--- src/uf_pkg.sv ---
package uf_pkg;

    localparam int NUM_VERTICES = 4;
    localparam int NUM_LINKS = NUM_VERTICES + 1;   // boundary link on each end
    localparam int NUM_CONTEXTS = 2;
    localparam int MAX_WEIGHT = 2;
    localparam int WEIGHT_WIDTH = $clog2(MAX_WEIGHT + 1);
    localparam int ADDRESS_WIDTH = $clog2(NUM_VERTICES);
    localparam int MAX_ROUNDS = 8;
    localparam int MERGE_CYCLES = NUM_VERTICES;    // long enough to cross the chain
    localparam int ROUND_WIDTH = $clog2(MAX_ROUNDS + 1);
    localparam int MERGE_CNT_WIDTH = $clog2(MERGE_CYCLES);
    localparam int CTX_ADDR_WIDTH = $clog2(NUM_CONTEXTS);
    localparam int CTX_WIDTH = WEIGHT_WIDTH + 1;   // growth and is_error
    localparam int CMD_WIDTH = 16;
    localparam int LINK_IDX_WIDTH = 3;

    typedef enum logic [2:0] {
        STAGE_IDLE = 3'd0,
        STAGE_LOAD = 3'd1,
        STAGE_GROW = 3'd2,
        STAGE_MERGE = 3'd3,
        STAGE_RESULT_VALID = 3'd4,
        STAGE_WRITE_TO_MEM = 3'd5
    } stage_t;

    // code 3 is not named, links treat it like BC_NONE
    typedef enum logic [1:0] {
        BC_NONE = 2'd0,
        BC_BOUNDARY = 2'd1,
        BC_ABSENT = 2'd2
    } bc_t;

    typedef enum logic [1:0] {
        CMD_LOAD_LINK = 2'd0,
        CMD_SYNDROME = 2'd1,
        CMD_RUN = 2'd2,
        CMD_STORE = 2'd3
    } cmd_kind_t;

    typedef struct packed {
        cmd_kind_t kind;
        logic [LINK_IDX_WIDTH-1:0] link;
        logic [WEIGHT_WIDTH-1:0] weight;
        bc_t bc;
        logic [CMD_WIDTH-LINK_IDX_WIDTH-WEIGHT_WIDTH-5:0] spare;
    } cmd_cfg_t;

    typedef struct packed {
        cmd_kind_t kind;
        logic [NUM_VERTICES-1:0] defect;   // bit i is vertex i
        logic [CMD_WIDTH-NUM_VERTICES-3:0] spare;
    } cmd_syn_t;

    // kind sits in the top bits of both views
    typedef union packed {
        cmd_cfg_t cfg;
        cmd_syn_t syn;
    } cmd_word_u;

    typedef struct packed {
        logic [ADDRESS_WIDTH-1:0] root;
        logic has_defect;
        logic touches_boundary;
        logic matched;
    } vertex_data_t;

endpackage

--- src/link_ctx_mem.sv ---
module link_ctx_mem (
    input  logic clk,
    input  logic we,
    input  logic [uf_pkg::CTX_ADDR_WIDTH-1:0] addr,
    input  logic [uf_pkg::CTX_WIDTH-1:0] di,
    output logic [uf_pkg::CTX_WIDTH-1:0] dout
);
    import uf_pkg::*;

    logic [CTX_WIDTH-1:0] mem [NUM_CONTEXTS] = '{default: '0};  // unused contexts start empty

    // old word comes out on a write
    always_ff @(posedge clk) begin
        if (we) begin
            mem[addr] <= di;
        end
        dout <= mem[addr];
    end

endmodule

--- src/neighbor_link.sv ---
module neighbor_link (
    input  logic clk,
    input  logic reset,
    input  uf_pkg::stage_t global_stage,
    input  logic link_load,
    input  logic [uf_pkg::WEIGHT_WIDTH-1:0] weight_in,
    input  uf_pkg::bc_t bc_in,
    input  logic reset_edge,
    input  logic do_not_store,
    input  logic a_increase,
    input  logic b_increase,
    input  uf_pkg::vertex_data_t a_input_data,
    input  uf_pkg::vertex_data_t b_input_data,
    output uf_pkg::vertex_data_t a_output_data,
    output uf_pkg::vertex_data_t b_output_data,
    output logic fully_grown,
    output logic is_boundary,
    output logic is_error
);
    import uf_pkg::*;

    stage_t stage;  // global stage seen one cycle late
    logic [WEIGHT_WIDTH-1:0] weight;
    bc_t bc;
    logic [WEIGHT_WIDTH-1:0] growth;
    logic [WEIGHT_WIDTH:0] growth_sum;
    logic [WEIGHT_WIDTH-1:0] growth_new;
    logic internal;
    logic swap;
    logic [CTX_ADDR_WIDTH-1:0] rd_addr;
    logic [CTX_ADDR_WIDTH-1:0] wr_addr;
    logic [CTX_ADDR_WIDTH-1:0] mem_addr;
    logic [CTX_WIDTH-1:0] mem_dout;
    logic [WEIGHT_WIDTH-1:0] growth_mem;
    logic is_error_mem;

    always_ff @(posedge clk) begin
        if (reset) begin
            stage <= STAGE_IDLE;
            weight <= WEIGHT_WIDTH'(MAX_WEIGHT);
            bc <= BC_NONE;
        end else begin
            stage <= global_stage;
            if (link_load) begin
                weight <= weight_in;
                bc <= bc_in;
            end
        end
    end

    assign internal = (bc != BC_BOUNDARY) && (bc != BC_ABSENT);

    always_comb begin
        case (bc)
            BC_BOUNDARY: growth_sum = growth + a_increase;  // only the chain side pushes
            BC_ABSENT: growth_sum = '0;
            default: growth_sum = growth + a_increase + b_increase;
        endcase
    end

    assign growth_new = (growth_sum > weight) ? weight : growth_sum[WEIGHT_WIDTH-1:0];

    always_ff @(posedge clk) begin
        if (reset || reset_edge) begin
            growth <= '0;
            is_error <= 1'b0;
        end else if (swap) begin
            growth <= growth_mem;
            is_error <= is_error_mem && (bc != BC_ABSENT);
        end else if (stage == STAGE_GROW) begin
            growth <= growth_new;
        end else if (stage == STAGE_RESULT_VALID) begin
            is_error <= fully_grown && (bc != BC_ABSENT);
        end
    end

    assign fully_grown = (growth >= weight);
    assign is_boundary = (bc == BC_BOUNDARY) && fully_grown;

    // a grown internal edge joins its two vertices
    assign a_output_data = (internal && fully_grown) ? b_input_data : '0;
    assign b_output_data = (internal && fully_grown) ? a_input_data : '0;

    assign swap = (stage == STAGE_WRITE_TO_MEM) && !do_not_store;
    assign mem_addr = swap ? wr_addr : rd_addr;
    assign {growth_mem, is_error_mem} = mem_dout;

    always_ff @(posedge clk) begin
        if (reset) begin
            wr_addr <= '0;
            rd_addr <= CTX_ADDR_WIDTH'(1);  // next context to bring in
        end else if (swap) begin
            wr_addr <= (wr_addr == NUM_CONTEXTS - 1) ? '0 : wr_addr + 1'b1;
            rd_addr <= (rd_addr == NUM_CONTEXTS - 1) ? '0 : rd_addr + 1'b1;
        end
    end

    link_ctx_mem i_ctx_mem (
        .clk(clk),
        .we(swap),
        .addr(mem_addr),
        .di({growth, is_error}),
        .dout(mem_dout)
    );

endmodule

--- src/result_collect.sv ---
module result_collect (
    input  logic clk,
    input  logic reset,
    input  uf_pkg::stage_t global_stage,
    input  logic run_start,
    input  logic [uf_pkg::NUM_LINKS-1:0] link_error,
    output logic [uf_pkg::NUM_LINKS-1:0] correction,
    output logic busy,
    output logic done
);
    import uf_pkg::*;

    // links see the result stage a cycle late and need one more for is_error
    logic [1:0] result_dly;

    always_ff @(posedge clk) begin
        if (reset) begin
            correction <= '0;
            result_dly <= '0;
            done <= 1'b0;
        end else begin
            correction <= link_error;  // follows context swaps as well
            result_dly <= {result_dly[0], global_stage == STAGE_RESULT_VALID};
            done <= result_dly[1];     // lines up with the new correction
        end
    end

    always_ff @(posedge clk) begin
        if (reset) begin
            busy <= 1'b0;
        end else if (run_start) begin
            busy <= 1'b1;
        end else if (done) begin
            busy <= 1'b0;  // low again the cycle after done
        end
    end

endmodule

--- src/stage_ctrl.sv ---
module stage_ctrl (
    input  logic clk,
    input  logic reset,
    input  uf_pkg::cmd_word_u cmd,
    input  logic cmd_valid,
    input  logic [uf_pkg::NUM_VERTICES-1:0] grow_req,
    output uf_pkg::stage_t global_stage,
    output logic [uf_pkg::NUM_LINKS-1:0] link_load,
    output logic [uf_pkg::WEIGHT_WIDTH-1:0] load_weight,
    output uf_pkg::bc_t load_bc,
    output logic syndrome_load,
    output logic [uf_pkg::NUM_VERTICES-1:0] defect_mask,
    output logic run_start
);
    import uf_pkg::*;

    logic [ROUND_WIDTH-1:0] round_cnt;
    logic [MERGE_CNT_WIDTH-1:0] merge_cnt;
    logic accept;

    assign accept = cmd_valid && (global_stage == STAGE_IDLE);  // busy stages drop commands
    assign run_start = accept && (cmd.cfg.kind == CMD_RUN);

    always_ff @(posedge clk) begin
        if (reset) begin
            global_stage <= STAGE_IDLE;
            round_cnt <= '0;
            merge_cnt <= '0;
            link_load <= '0;
            syndrome_load <= 1'b0;
        end else begin
            link_load <= '0;
            syndrome_load <= 1'b0;
            case (global_stage)
                STAGE_IDLE: begin
                    if (accept) begin
                        case (cmd.cfg.kind)
                            CMD_LOAD_LINK: begin
                                global_stage <= STAGE_LOAD;
                                if (cmd.cfg.link < NUM_LINKS) begin
                                    link_load[cmd.cfg.link] <= 1'b1;
                                end
                            end
                            CMD_SYNDROME: begin
                                global_stage <= STAGE_LOAD;
                                syndrome_load <= 1'b1;
                            end
                            CMD_RUN: begin
                                global_stage <= STAGE_GROW;
                                round_cnt <= '0;
                            end
                            default: global_stage <= STAGE_WRITE_TO_MEM;  // store
                        endcase
                    end
                end
                STAGE_GROW: begin
                    global_stage <= STAGE_MERGE;
                    merge_cnt <= '0;
                    round_cnt <= round_cnt + 1'b1;
                end
                STAGE_MERGE: begin
                    if (merge_cnt == MERGE_CYCLES - 1) begin
                        // stop once every cluster is quiet, or at the round cap
                        if (!(|grow_req) || (round_cnt == MAX_ROUNDS)) begin
                            global_stage <= STAGE_RESULT_VALID;
                        end else begin
                            global_stage <= STAGE_GROW;
                        end
                    end else begin
                        merge_cnt <= merge_cnt + 1'b1;
                    end
                end
                default: global_stage <= STAGE_IDLE;  // load, store and result last one cycle
            endcase
        end
    end

    // payload that goes with the strobes
    always_ff @(posedge clk) begin
        if (accept) begin
            if (cmd.cfg.weight > MAX_WEIGHT) begin
                load_weight <= WEIGHT_WIDTH'(MAX_WEIGHT);
            end else begin
                load_weight <= cmd.cfg.weight;
            end
            load_bc <= cmd.cfg.bc;
            defect_mask <= cmd.syn.defect;
        end
    end

endmodule

--- src/uf_chain_top.sv ---
module uf_chain_top (
    input  logic clk,
    input  logic reset,
    input  uf_pkg::cmd_word_u cmd,
    input  logic cmd_valid,
    input  logic do_not_store,
    output logic [uf_pkg::NUM_LINKS-1:0] correction,
    output logic busy,
    output logic done
);
    import uf_pkg::*;

    stage_t global_stage;
    logic [NUM_LINKS-1:0] link_load;
    logic [WEIGHT_WIDTH-1:0] load_weight;
    bc_t load_bc;
    logic syndrome_load;
    logic [NUM_VERTICES-1:0] defect_mask;
    logic run_start;
    logic [NUM_VERTICES-1:0] grow_req;
    vertex_data_t vertex_data [NUM_VERTICES];
    logic [NUM_LINKS-1:0] link_a_inc;
    logic [NUM_LINKS-1:0] link_b_inc;
    vertex_data_t link_a_in [NUM_LINKS];
    vertex_data_t link_b_in [NUM_LINKS];
    vertex_data_t link_a_out [NUM_LINKS];
    vertex_data_t link_b_out [NUM_LINKS];
    logic [NUM_LINKS-1:0] link_boundary;
    logic [NUM_LINKS-1:0] link_error;

    stage_ctrl i_stage_ctrl (
        .clk(clk),
        .reset(reset),
        .cmd(cmd),
        .cmd_valid(cmd_valid),
        .grow_req(grow_req),
        .global_stage(global_stage),
        .link_load(link_load),
        .load_weight(load_weight),
        .load_bc(load_bc),
        .syndrome_load(syndrome_load),
        .defect_mask(defect_mask),
        .run_start(run_start)
    );

    for (genvar j = 0; j < NUM_LINKS; j++) begin : g_link
        // vertex j-1 drives the a side; link 0 also takes vertex 0 on a,
        // so both boundary links grow from their a side
        assign link_a_inc[j] = grow_req[(j == 0) ? 0 : j - 1];
        assign link_a_in[j] = vertex_data[(j == 0) ? 0 : j - 1];
        if (j == 0 || j == NUM_LINKS - 1) begin : g_end
            assign link_b_inc[j] = 1'b0;  // open end of the chain
            assign link_b_in[j] = '0;
        end else begin : g_mid
            assign link_b_inc[j] = grow_req[j];
            assign link_b_in[j] = vertex_data[j];
        end

        neighbor_link i_link (
            .clk(clk),
            .reset(reset),
            .global_stage(global_stage),
            .link_load(link_load[j]),
            .weight_in(load_weight),
            .bc_in(load_bc),
            .reset_edge(syndrome_load),
            .do_not_store(do_not_store),
            .a_increase(link_a_inc[j]),
            .b_increase(link_b_inc[j]),
            .a_input_data(link_a_in[j]),
            .b_input_data(link_b_in[j]),
            .a_output_data(link_a_out[j]),
            .b_output_data(link_b_out[j]),
            .fully_grown(),
            .is_boundary(link_boundary[j]),
            .is_error(link_error[j])
        );
    end

    for (genvar i = 0; i < NUM_VERTICES; i++) begin : g_vertex
        vertex_unit i_vertex (
            .clk(clk),
            .reset(reset),
            .global_stage(global_stage),
            .my_id(ADDRESS_WIDTH'(i)),
            .syndrome_load(syndrome_load),
            .defect(defect_mask[i]),
            .left_data((i == 0) ? link_a_out[0] : link_b_out[i]),
            .right_data(link_a_out[i+1]),
            .left_boundary(link_boundary[i]),
            .right_boundary(link_boundary[i+1]),
            .data_out(vertex_data[i]),
            .grow_req(grow_req[i])
        );
    end

    result_collect i_result_collect (
        .clk(clk),
        .reset(reset),
        .global_stage(global_stage),
        .run_start(run_start),
        .link_error(link_error),
        .correction(correction),
        .busy(busy),
        .done(done)
    );

endmodule

--- src/vertex_unit.sv ---
module vertex_unit (
    input  logic clk,
    input  logic reset,
    input  uf_pkg::stage_t global_stage,
    input  logic [uf_pkg::ADDRESS_WIDTH-1:0] my_id,
    input  logic syndrome_load,
    input  logic defect,
    input  uf_pkg::vertex_data_t left_data,
    input  uf_pkg::vertex_data_t right_data,
    input  logic left_boundary,
    input  logic right_boundary,
    output uf_pkg::vertex_data_t data_out,
    output logic grow_req
);
    import uf_pkg::*;

    vertex_data_t cur;
    vertex_data_t nxt;
    vertex_data_t nbr [2];

    assign nbr[0] = left_data;
    assign nbr[1] = right_data;

    // roots only spread out of defect vertices, so one cluster never sees two roots
    // unless it really holds two defects
    always_comb begin
        nxt = cur;
        nxt.touches_boundary = cur.touches_boundary | left_boundary | right_boundary;
        for (int k = 0; k < 2; k++) begin
            nxt.touches_boundary = nxt.touches_boundary | nbr[k].touches_boundary;
            if (nbr[k].has_defect) begin
                if (nbr[k].matched || (cur.has_defect && (nbr[k].root != cur.root))) begin
                    nxt.matched = 1'b1;  // paired with another defect
                end
                if (!nxt.has_defect || (nbr[k].root < nxt.root)) begin
                    nxt.root = nbr[k].root;
                end
                nxt.has_defect = 1'b1;
            end
        end
    end

    always_ff @(posedge clk) begin
        if (reset) begin
            cur.root <= my_id;
            cur.has_defect <= 1'b0;
            cur.touches_boundary <= 1'b0;
            cur.matched <= 1'b0;
        end else if (syndrome_load) begin
            cur.root <= my_id;
            cur.has_defect <= defect;
            cur.touches_boundary <= 1'b0;
            cur.matched <= 1'b0;
        end else if (global_stage == STAGE_MERGE) begin
            cur <= nxt;
        end
    end

    assign data_out = cur;
    assign grow_req = cur.has_defect && !cur.matched && !cur.touches_boundary;

endmodule
--- config.mk ---
export PLATFORM = sky130hd
export DESIGN_NAME = uf_chain_top
export DESIGN_NICKNAME = d
export VERILOG_FILES = /design/src/uf_pkg.sv /design/src/link_ctx_mem.sv /design/src/neighbor_link.sv /design/src/result_collect.sv /design/src/stage_ctrl.sv /design/src/uf_chain_top.sv /design/src/vertex_unit.sv
export SDC_FILE = /design/constraint.sdc
export NUM_CORES = 1
export LEC_CHECK = 0
export BUFFER_PORTS_ARGS = -buffer_cell sky130_fd_sc_hd__buf_2
export CAP_MARGIN = 40
export CORE_UTILIZATION = 68
export CTS_CLUSTER_SIZE = 10
export DETAILED_ROUTE_END_ITERATION = 6
export PLACE_DENSITY = 0.91
export REMOVE_ABC_BUFFERS = 1
export SLEW_MARGIN = 20
export SYNTH_ARGS = -nofsm -noshare
export SYNTH_HDL_FRONTEND = slang
export SYNTH_HIERARCHICAL = 1
export SYNTH_SLANG_ARGS = --single-unit
export TNS_END_PERCENT = 10
--- constraint.sdc ---
create_clock -name clk -period 7.8 [get_ports clk]
set_input_delay 1.56 -clock clk [delete_from_list [all_inputs] [get_ports clk]]
set_output_delay 1.56 -clock clk [all_outputs]
set_load 0.05 [all_outputs]
==> results_dict.tcl, run 1 <==
set metrics [dict create \
    setup_viol 0 \
    max_freq_mhz 265 \
    wire_per_inst_um 16.7 \
    area_growth_pct 10.0 \
    fin_nets 977 \
    grt_pass1_vias 6361 \
    routed_via_density 5.87 \
    cts_buffer_depth 2 \
    period_minus_slack_ns 3.77 \
    cts-htree-levels 4 \
    start_kind "flip-flop" \
    die_area_um2 13100 \
    wl_met1_um 7590 \
    start_util_pct 70.7 \
    cp_slowest_cell "nor3b_1" \
    fin_cells 1068 \
    setup_tns_ns 0 \
    cts_buffers 17 \
    routed_wl_um 17800 \
    post-route-util_pct 77.8 \
    synth.avg_cell_area_um2 10.1 \
    dr_wl_met3_um 745 \
    antenna_found_initial 0 \
    row_count 40 \
    numPortBuffers 19 \
    hold_start "i_result_collect/result_dly[1]$_SDFF_PP0_" \
    critPathArrivalTime_ns 4.08 \
    hold_class "flip-flop to flip-flop" \
    worst_ep_required_time_ns 8.11 \
    vias 6274 \
    tightestPinTransition_ns 0.794 \
    fp.coreArea_um2 12200 \
    end_kind "flip-flop" \
    drc 0 \
    layout-drive-gt1-share_pct 15.7 \
    crit_start "g_vertex[0].i_vertex/data_out[2]$_SDFFE_PP0P_" \
    top_layer_used "met4" \
    numClockSinks 157 \
    clkSlewWorstSetupHoldPaths_ns 0.07 \
    grt_pass1_wl_um 29600 \
    place_inst 1034 \
    synth_area_um2 8630 \
    drt_pass1_iterations 5 \
    die_x_um 115 \
    met2WireLength_um 9060 \
    ant_nets 0 \
    worstSetupPathType "flip-flop to flip-flop" \
    maxCapViolations 0 \
    reg2reg_from "g_vertex[0].i_vertex/data_out[2]$_SDFFE_PP0P_" \
    postCtsSetupRepairBufs 0 \
    power_density_nw_per_um2 190 \
    cpMostUsedCell "ha_1" \
    syn_inst 856 \
    io-pin-count 27 \
    cts_resized 0 \
    grt.total_usage_pct 29.1 \
    drtIter0Drc 448 \
    clkLatencyLatePin_ns 0.43 \
    skew_ns 0.00690 \
    leakage_nw 3.98 \
    finalPower_mw 1.80 \
    finalHoldViolCount 0 \
    cp_max_fo 8 \
    grt_overflow_total 0 \
    worst_ir_drop_vdd_v 0.000164 \
    slew_violations 0 \
    gp_congestion 0.850 \
    die_y_um 115 \
    diodes 0 \
    hold_ws_ns 0.458 \
    rsz0062_at_grt "no" \
    synth_warnings 6 \
    period_share_pct 48.3 \
    relSlewSlack_pct 47.1 \
    clock-root-buffer "clkbuf_16" \
    crit_chain "nor3b_1 -> ha_1 -> ha_1 -> fa_1 -> nand2_1 -> o21ai_0 -> ha_1 -> nor2b_2 -> a2bb2oi_1 -> a221oi_2 -> mux2i_1 -> a31oi_1" \
    cts_tree "built" \
    crit_family "adder cells" \
    path_buf_inv 0 \
    hpwlAfterDp_um 11900 \
    grt_max_degree 42 \
    outcome "complete, no violations" \
    cpPeakStageDelay_ns 0.62 \
    cts_hold_buf 0 \
]
per-layer routing:
metal  up-vias  global-route usage, %
met3        33                   6.72
met1      3007                   33.4
met5         -                      0
met2       155                   52.3
met4         0                   11.7
li1       3079                      -
worst reg2reg max path: stages (launching register included):
cell and delay [ns]:
dfxtp_1 0.47, nor3b_1 0.63, ha_1 0.36, ha_1 0.21, fa_1 0.48, nand2_1 0.05
o21ai_0 0.14, ha_1 0.32, nor2b_2 0.17, a2bb2oi_1 0.15, a221oi_2 0.31, mux2i_1 0.26
a31oi_1 0.11
through the flow:
step | instance area, um2 | setup slack (ns)
5_1_grt | 9500 | 3.86
3_5_place_dp | 8880 | 4.19
6_report | 9500 | 4.03
2_1_floorplan | 8550 | 4.54
3_3_place_gp | 8860 | 4.23
4_1_cts | 9470 | 4.08
worst paths after layout:
path / to / slack, ns / cells past startpoint
max: g_link[1].i_link/growth[1]$_SDFFE_PP0P_ / 4.03 / 12
min: i_result_collect/done$_SDFF_PP0_ / 0.46 / 1
max reg2reg: g_link[1].i_link/growth[1]$_SDFFE_PP0P_ / 4.03 / 12
min reg2reg: i_result_collect/done$_SDFF_PP0_ / 0.46 / 1
report_power, final:
part | switching [mW] | internal [mW] | total [mW]
Sequential | 0.0191 | 0.852 | 0.871
Clock | 0.365 | 0.456 | 0.821
Combinational | 0.0642 | 0.0476 | 0.112
flip-flops by register name, indices dropped and copies added, names as in the netlist, 3 cells and up:
register                      flops
g_link.i_link/bc                 10
g_link.i_link/growth             10
g_link.i_link/i_ctx_mem/dout     15
g_link.i_link/i_ctx_mem/mem      30
g_link.i_link/is_error            5
g_link.i_link/rd_addr             5
g_link.i_link/stage              15
g_link.i_link/weight             10
g_link.i_link/wr_addr             5
g_vertex.i_vertex/data_out       20
i_result_collect/correction       5
i_stage_ctrl/defect_mask          4
i_stage_ctrl/global_stage         3
i_stage_ctrl/link_load            5
i_stage_ctrl/round_cnt            4
layout by cell type, fill, tap and decap left out, types with 6 or more instances in the layout:
| cell | n |
|---|---|
| and2_2 | 10 |
| nor2b_1 | 30 |
| nand2b_1 | 14 |
| a21boi_0 | 8 |
| nor2_1 | 77 |
| nor3b_2 | 6 |
| o21a_1 | 9 |
| inv_1 | 42 |
| nand3b_1 | 16 |
| dfxtp_1 | 111 |
| a21oi_1 | 10 |
| nor3_1 | 15 |
| a31oi_1 | 7 |
| and3_1 | 41 |
| nand2_1 | 62 |
| o21bai_1 | 6 |
| mux2_2 | 24 |
| o21ai_0 | 25 |
| mux2i_1 | 39 |
| ha_1 | 65 |
| edfxtp_1 | 46 |
| buf_2 | 19 |
| conb_1 | 20 |
| inv_6 | 6 |
| a21o_1 | 11 |
| xnor2_1 | 18 |
| and2b_2 | 12 |
| clkbuf_16 | 17 |
| and2_1 | 16 |
| nor2b_2 | 7 |
final cells by class:
| cell class | count | area (um2) |
|---|---|---|
| Multi-Input combinational cell | 645 | 4780 |
| Sequential cell | 157 | 3600 |
| Fill cell | 818 | 2720 |
| Clock buffer | 17 | 425 |
| Tap cell | 168 | 210 |
| Clock inverter | 15 | 166 |
| Inverter | 43 | 163 |
| Timing Repair Buffer | 23 | 144 |
(Power assumes the default switching activity.)
==> run 2, diff against run 1 <==
Settings changed: CORE_UTILIZATION 68 to 63, PLACE_DENSITY 0.91 to 0.86.
Clock period 7.8 ns to 3.8 ns, I/O delays scaled along.
==> run 2 against run 1 <==
Fmax is 6.7% higher. Core utilization is 5.8 points lower. Via count is 0.32% higher. Wire length is 0.71% higher. Clock skew is 0.0020 ns higher. Worst setup slack worse by 3.8 ns. Total power is 110% higher. Largest cell class unchanged. Highest routed layer unchanged.
==> results_dict.tcl, run 2 (synthesis results as in run 1) <==
set metrics [dict create \
    outcome "complete, no violations" \
    cts_buffer_depth 2 \
    drtIter0Drc 323 \
    period_minus_slack_ns 3.53 \
    reg2reg_from "g_link[2].i_link/growth[0]$_SDFFE_PP0P_" \
    die_x_um 119 \
    routed_wl_um 17900 \
    crit_family "adder cells" \
    rsz0062_at_grt "no" \
    routed_via_density 5.82 \
    cp_max_fo 5 \
    setup_slack_ns 0.271 \
    wire_per_inst_um 16.6 \
    relSlewSlack_pct 42.7 \
    numClockSinks 157 \
    top_register "g_link.i_link/i_ctx_mem/mem" \
    setup_viol 0 \
    fin_nets 982 \
    path_depth 15 \
    crit_chain "inv_1 -> ha_1 -> nand2b_1 -> a21o_1 -> and3_1 -> ha_1 -> nand3b_1 -> nand2_1 -> mux2i_1 -> ha_1 -> o22ai_1 -> and2_1 -> a311oi_1 -> mux2_1 -> o31ai_2" \
    postCtsSetupRepairBufs 0 \
    leakage_nw 4.01 \
    finalPower_mw 3.76 \
    setup_tns_ns 0 \
    cts-htree-levels 4 \
    max_freq_mhz 283 \
    start_kind "flip-flop" \
    cts_resized 0 \
    start_util_pct 64.9 \
    antenna_found_initial 0 \
    die_y_um 119 \
    numPortBuffers 19 \
    cp_slowest_cell "dfxtp_1" \
    grt_pass1_vias 6287 \
    critPathArrivalTime_ns 3.79 \
    area_growth_pct 10.8 \
    grt_overflow_total 0 \
    ant_nets 0 \
    clkSlewWorstSetupHoldPaths_ns 0.07 \
    tightestPinTransition_ns 0.858 \
    cpMostUsedCell "ha_1" \
    cts_hold_buf 0 \
    crit_start "g_link[2].i_link/growth[0]$_SDFFE_PP0P_" \
    clkLatencyLatePin_ns 0.42 \
    largest_reg_flops 30 \
    power_density_nw_per_um2 394 \
    reg2reg_depth 15 \
    cpPeakStageDelay_ns 0.43 \
    row_count 42 \
    period_share_pct 92.9 \
    cts_tree "built" \
    vias 6294 \
    path_buf_inv 1 \
    drt_pass1_iterations 4 \
    maxCapViolations 0 \
    worst_ir_drop_vdd_v 0.000384 \
    hpwlAfterDp_um 12100 \
    endpoint "g_vertex[2].i_vertex/data_out[4]$_DFFE_PP_" \
    hold_class "flip-flop to flip-flop" \
    layout-drive-gt1-share_pct 16.4 \
    slew_violations 0 \
    pre_cts_slack_ns 0.263 \
    finalHoldViolCount 0 \
    worstSetupPathType "flip-flop to flip-flop" \
    clock-root-buffer "clkbuf_16" \
    end_kind "flip-flop" \
    reg2reg_slack_ns 0.27 \
    post-route-util_pct 71.9 \
    gp_congestion 0.801 \
    skew_ns 0.00889 \
    diodes 0 \
    fp.coreArea_um2 13300 \
    hold_ws_ns 0.459 \
    layout_common_cells "110 x dfxtp_1, 77 x nor2_1, 65 x ha_1" \
    io-pin-count 27 \
    grt_max_degree 36 \
    mostFrequentLayoutCell "dfxtp_1" \
    worst_ep_required_time_ns 4.06 \
    r2r-end "g_vertex[2].i_vertex/data_out[4]$_DFFE_PP_" \
    grt.total_usage_pct 26.6 \
    grt_pass1_wl_um 29900 \
    drc 0 \
    die_area_um2 14200 \
    cts_buffers 17 \
]
==> run 2: cell types whose count changed in the layout (fill, tap and decap cells not counted) <==
cell       delta
inv_8         -2
inv_6         -2
a21o_1        -1
buf_4         +6
clkinv_2      -1
dfxtp_2       +1
a21o_2        +1
dfxtp_1       -1
buf_8         -1
clkinv_4      +3
bufinv_16     +1
clkbuf_8      +1
==> run 2: worst min-delay path, cell delays in order (launching register included) <==
cell and delay (ns):
dfxtp_1 0.30, nand2_1 0.05, a31oi_1 0.07
==> run 2: worst min-delay path by stage <==
stage | from | endpoint | slack (ns) | cells past startpoint
after detailed placement | i_result_collect/result_dly[1]$_SDFF_PP0_ | i_result_collect/done$_SDFF_PP0_ | 0.44 | 1
final | g_link[4].i_link/i_ctx_mem/dout[2]$_DFF_P_ | g_link[4].i_link/growth[1]$_SDFFE_PP0P_ | 0.46 | 2
after global routing | g_link[1].i_link/i_ctx_mem/mem[1][1]$_DFFE_PP_ | g_link[1].i_link/i_ctx_mem/dout[1]$_DFF_P_ | 0.49 | 1
after CTS | g_link[4].i_link/i_ctx_mem/dout[2]$_DFF_P_ | g_link[4].i_link/growth[1]$_SDFFE_PP0P_ | 0.46 | 2
after global placement | g_link[0].i_link/i_ctx_mem/dout[2]$_DFF_P_ | g_link[0].i_link/growth[1]$_SDFFE_PP0P_ | 0.44 | 2
after floorplan | i_result_collect/result_dly[1]$_SDFF_PP0_ | i_result_collect/done$_SDFF_PP0_ | 0.43 | 1
==> run 2: per-stage QoR <==
stage,cell area (um2),cells
6_report,9560,1081
5_1_grt,9560,1081
4_1_cts,9560,1081
3_5_place_dp,8940,1049
3_3_place_gp,8920,1047
2_1_floorplan,8550,845
==> run 2: power by group <==
part	switching, mW	internal [mW]
clock	0.735	1.01
sequential	0.0404	1.75
combinational	0.129	0.0990
==> run 2: layout make-up <==
type	instances	area [um2]
clock buffers	18	439
clock inverters	14	178
fillers	892	3730
inverters	43	163
multi-input cells	645	4780
flip-flops and latches	157	3600
well taps	176	220
repair buffers	28	174
==> run 2: per-layer routing <==
layer,vias to the layer above,global-route usage [%],routed length [um]
li1,3081,-,-
met1,3051,33.1,8070
met2,138,46.6,8980
met3,24,4.31,656
met4,0,8.70,207
met5,-,0,0
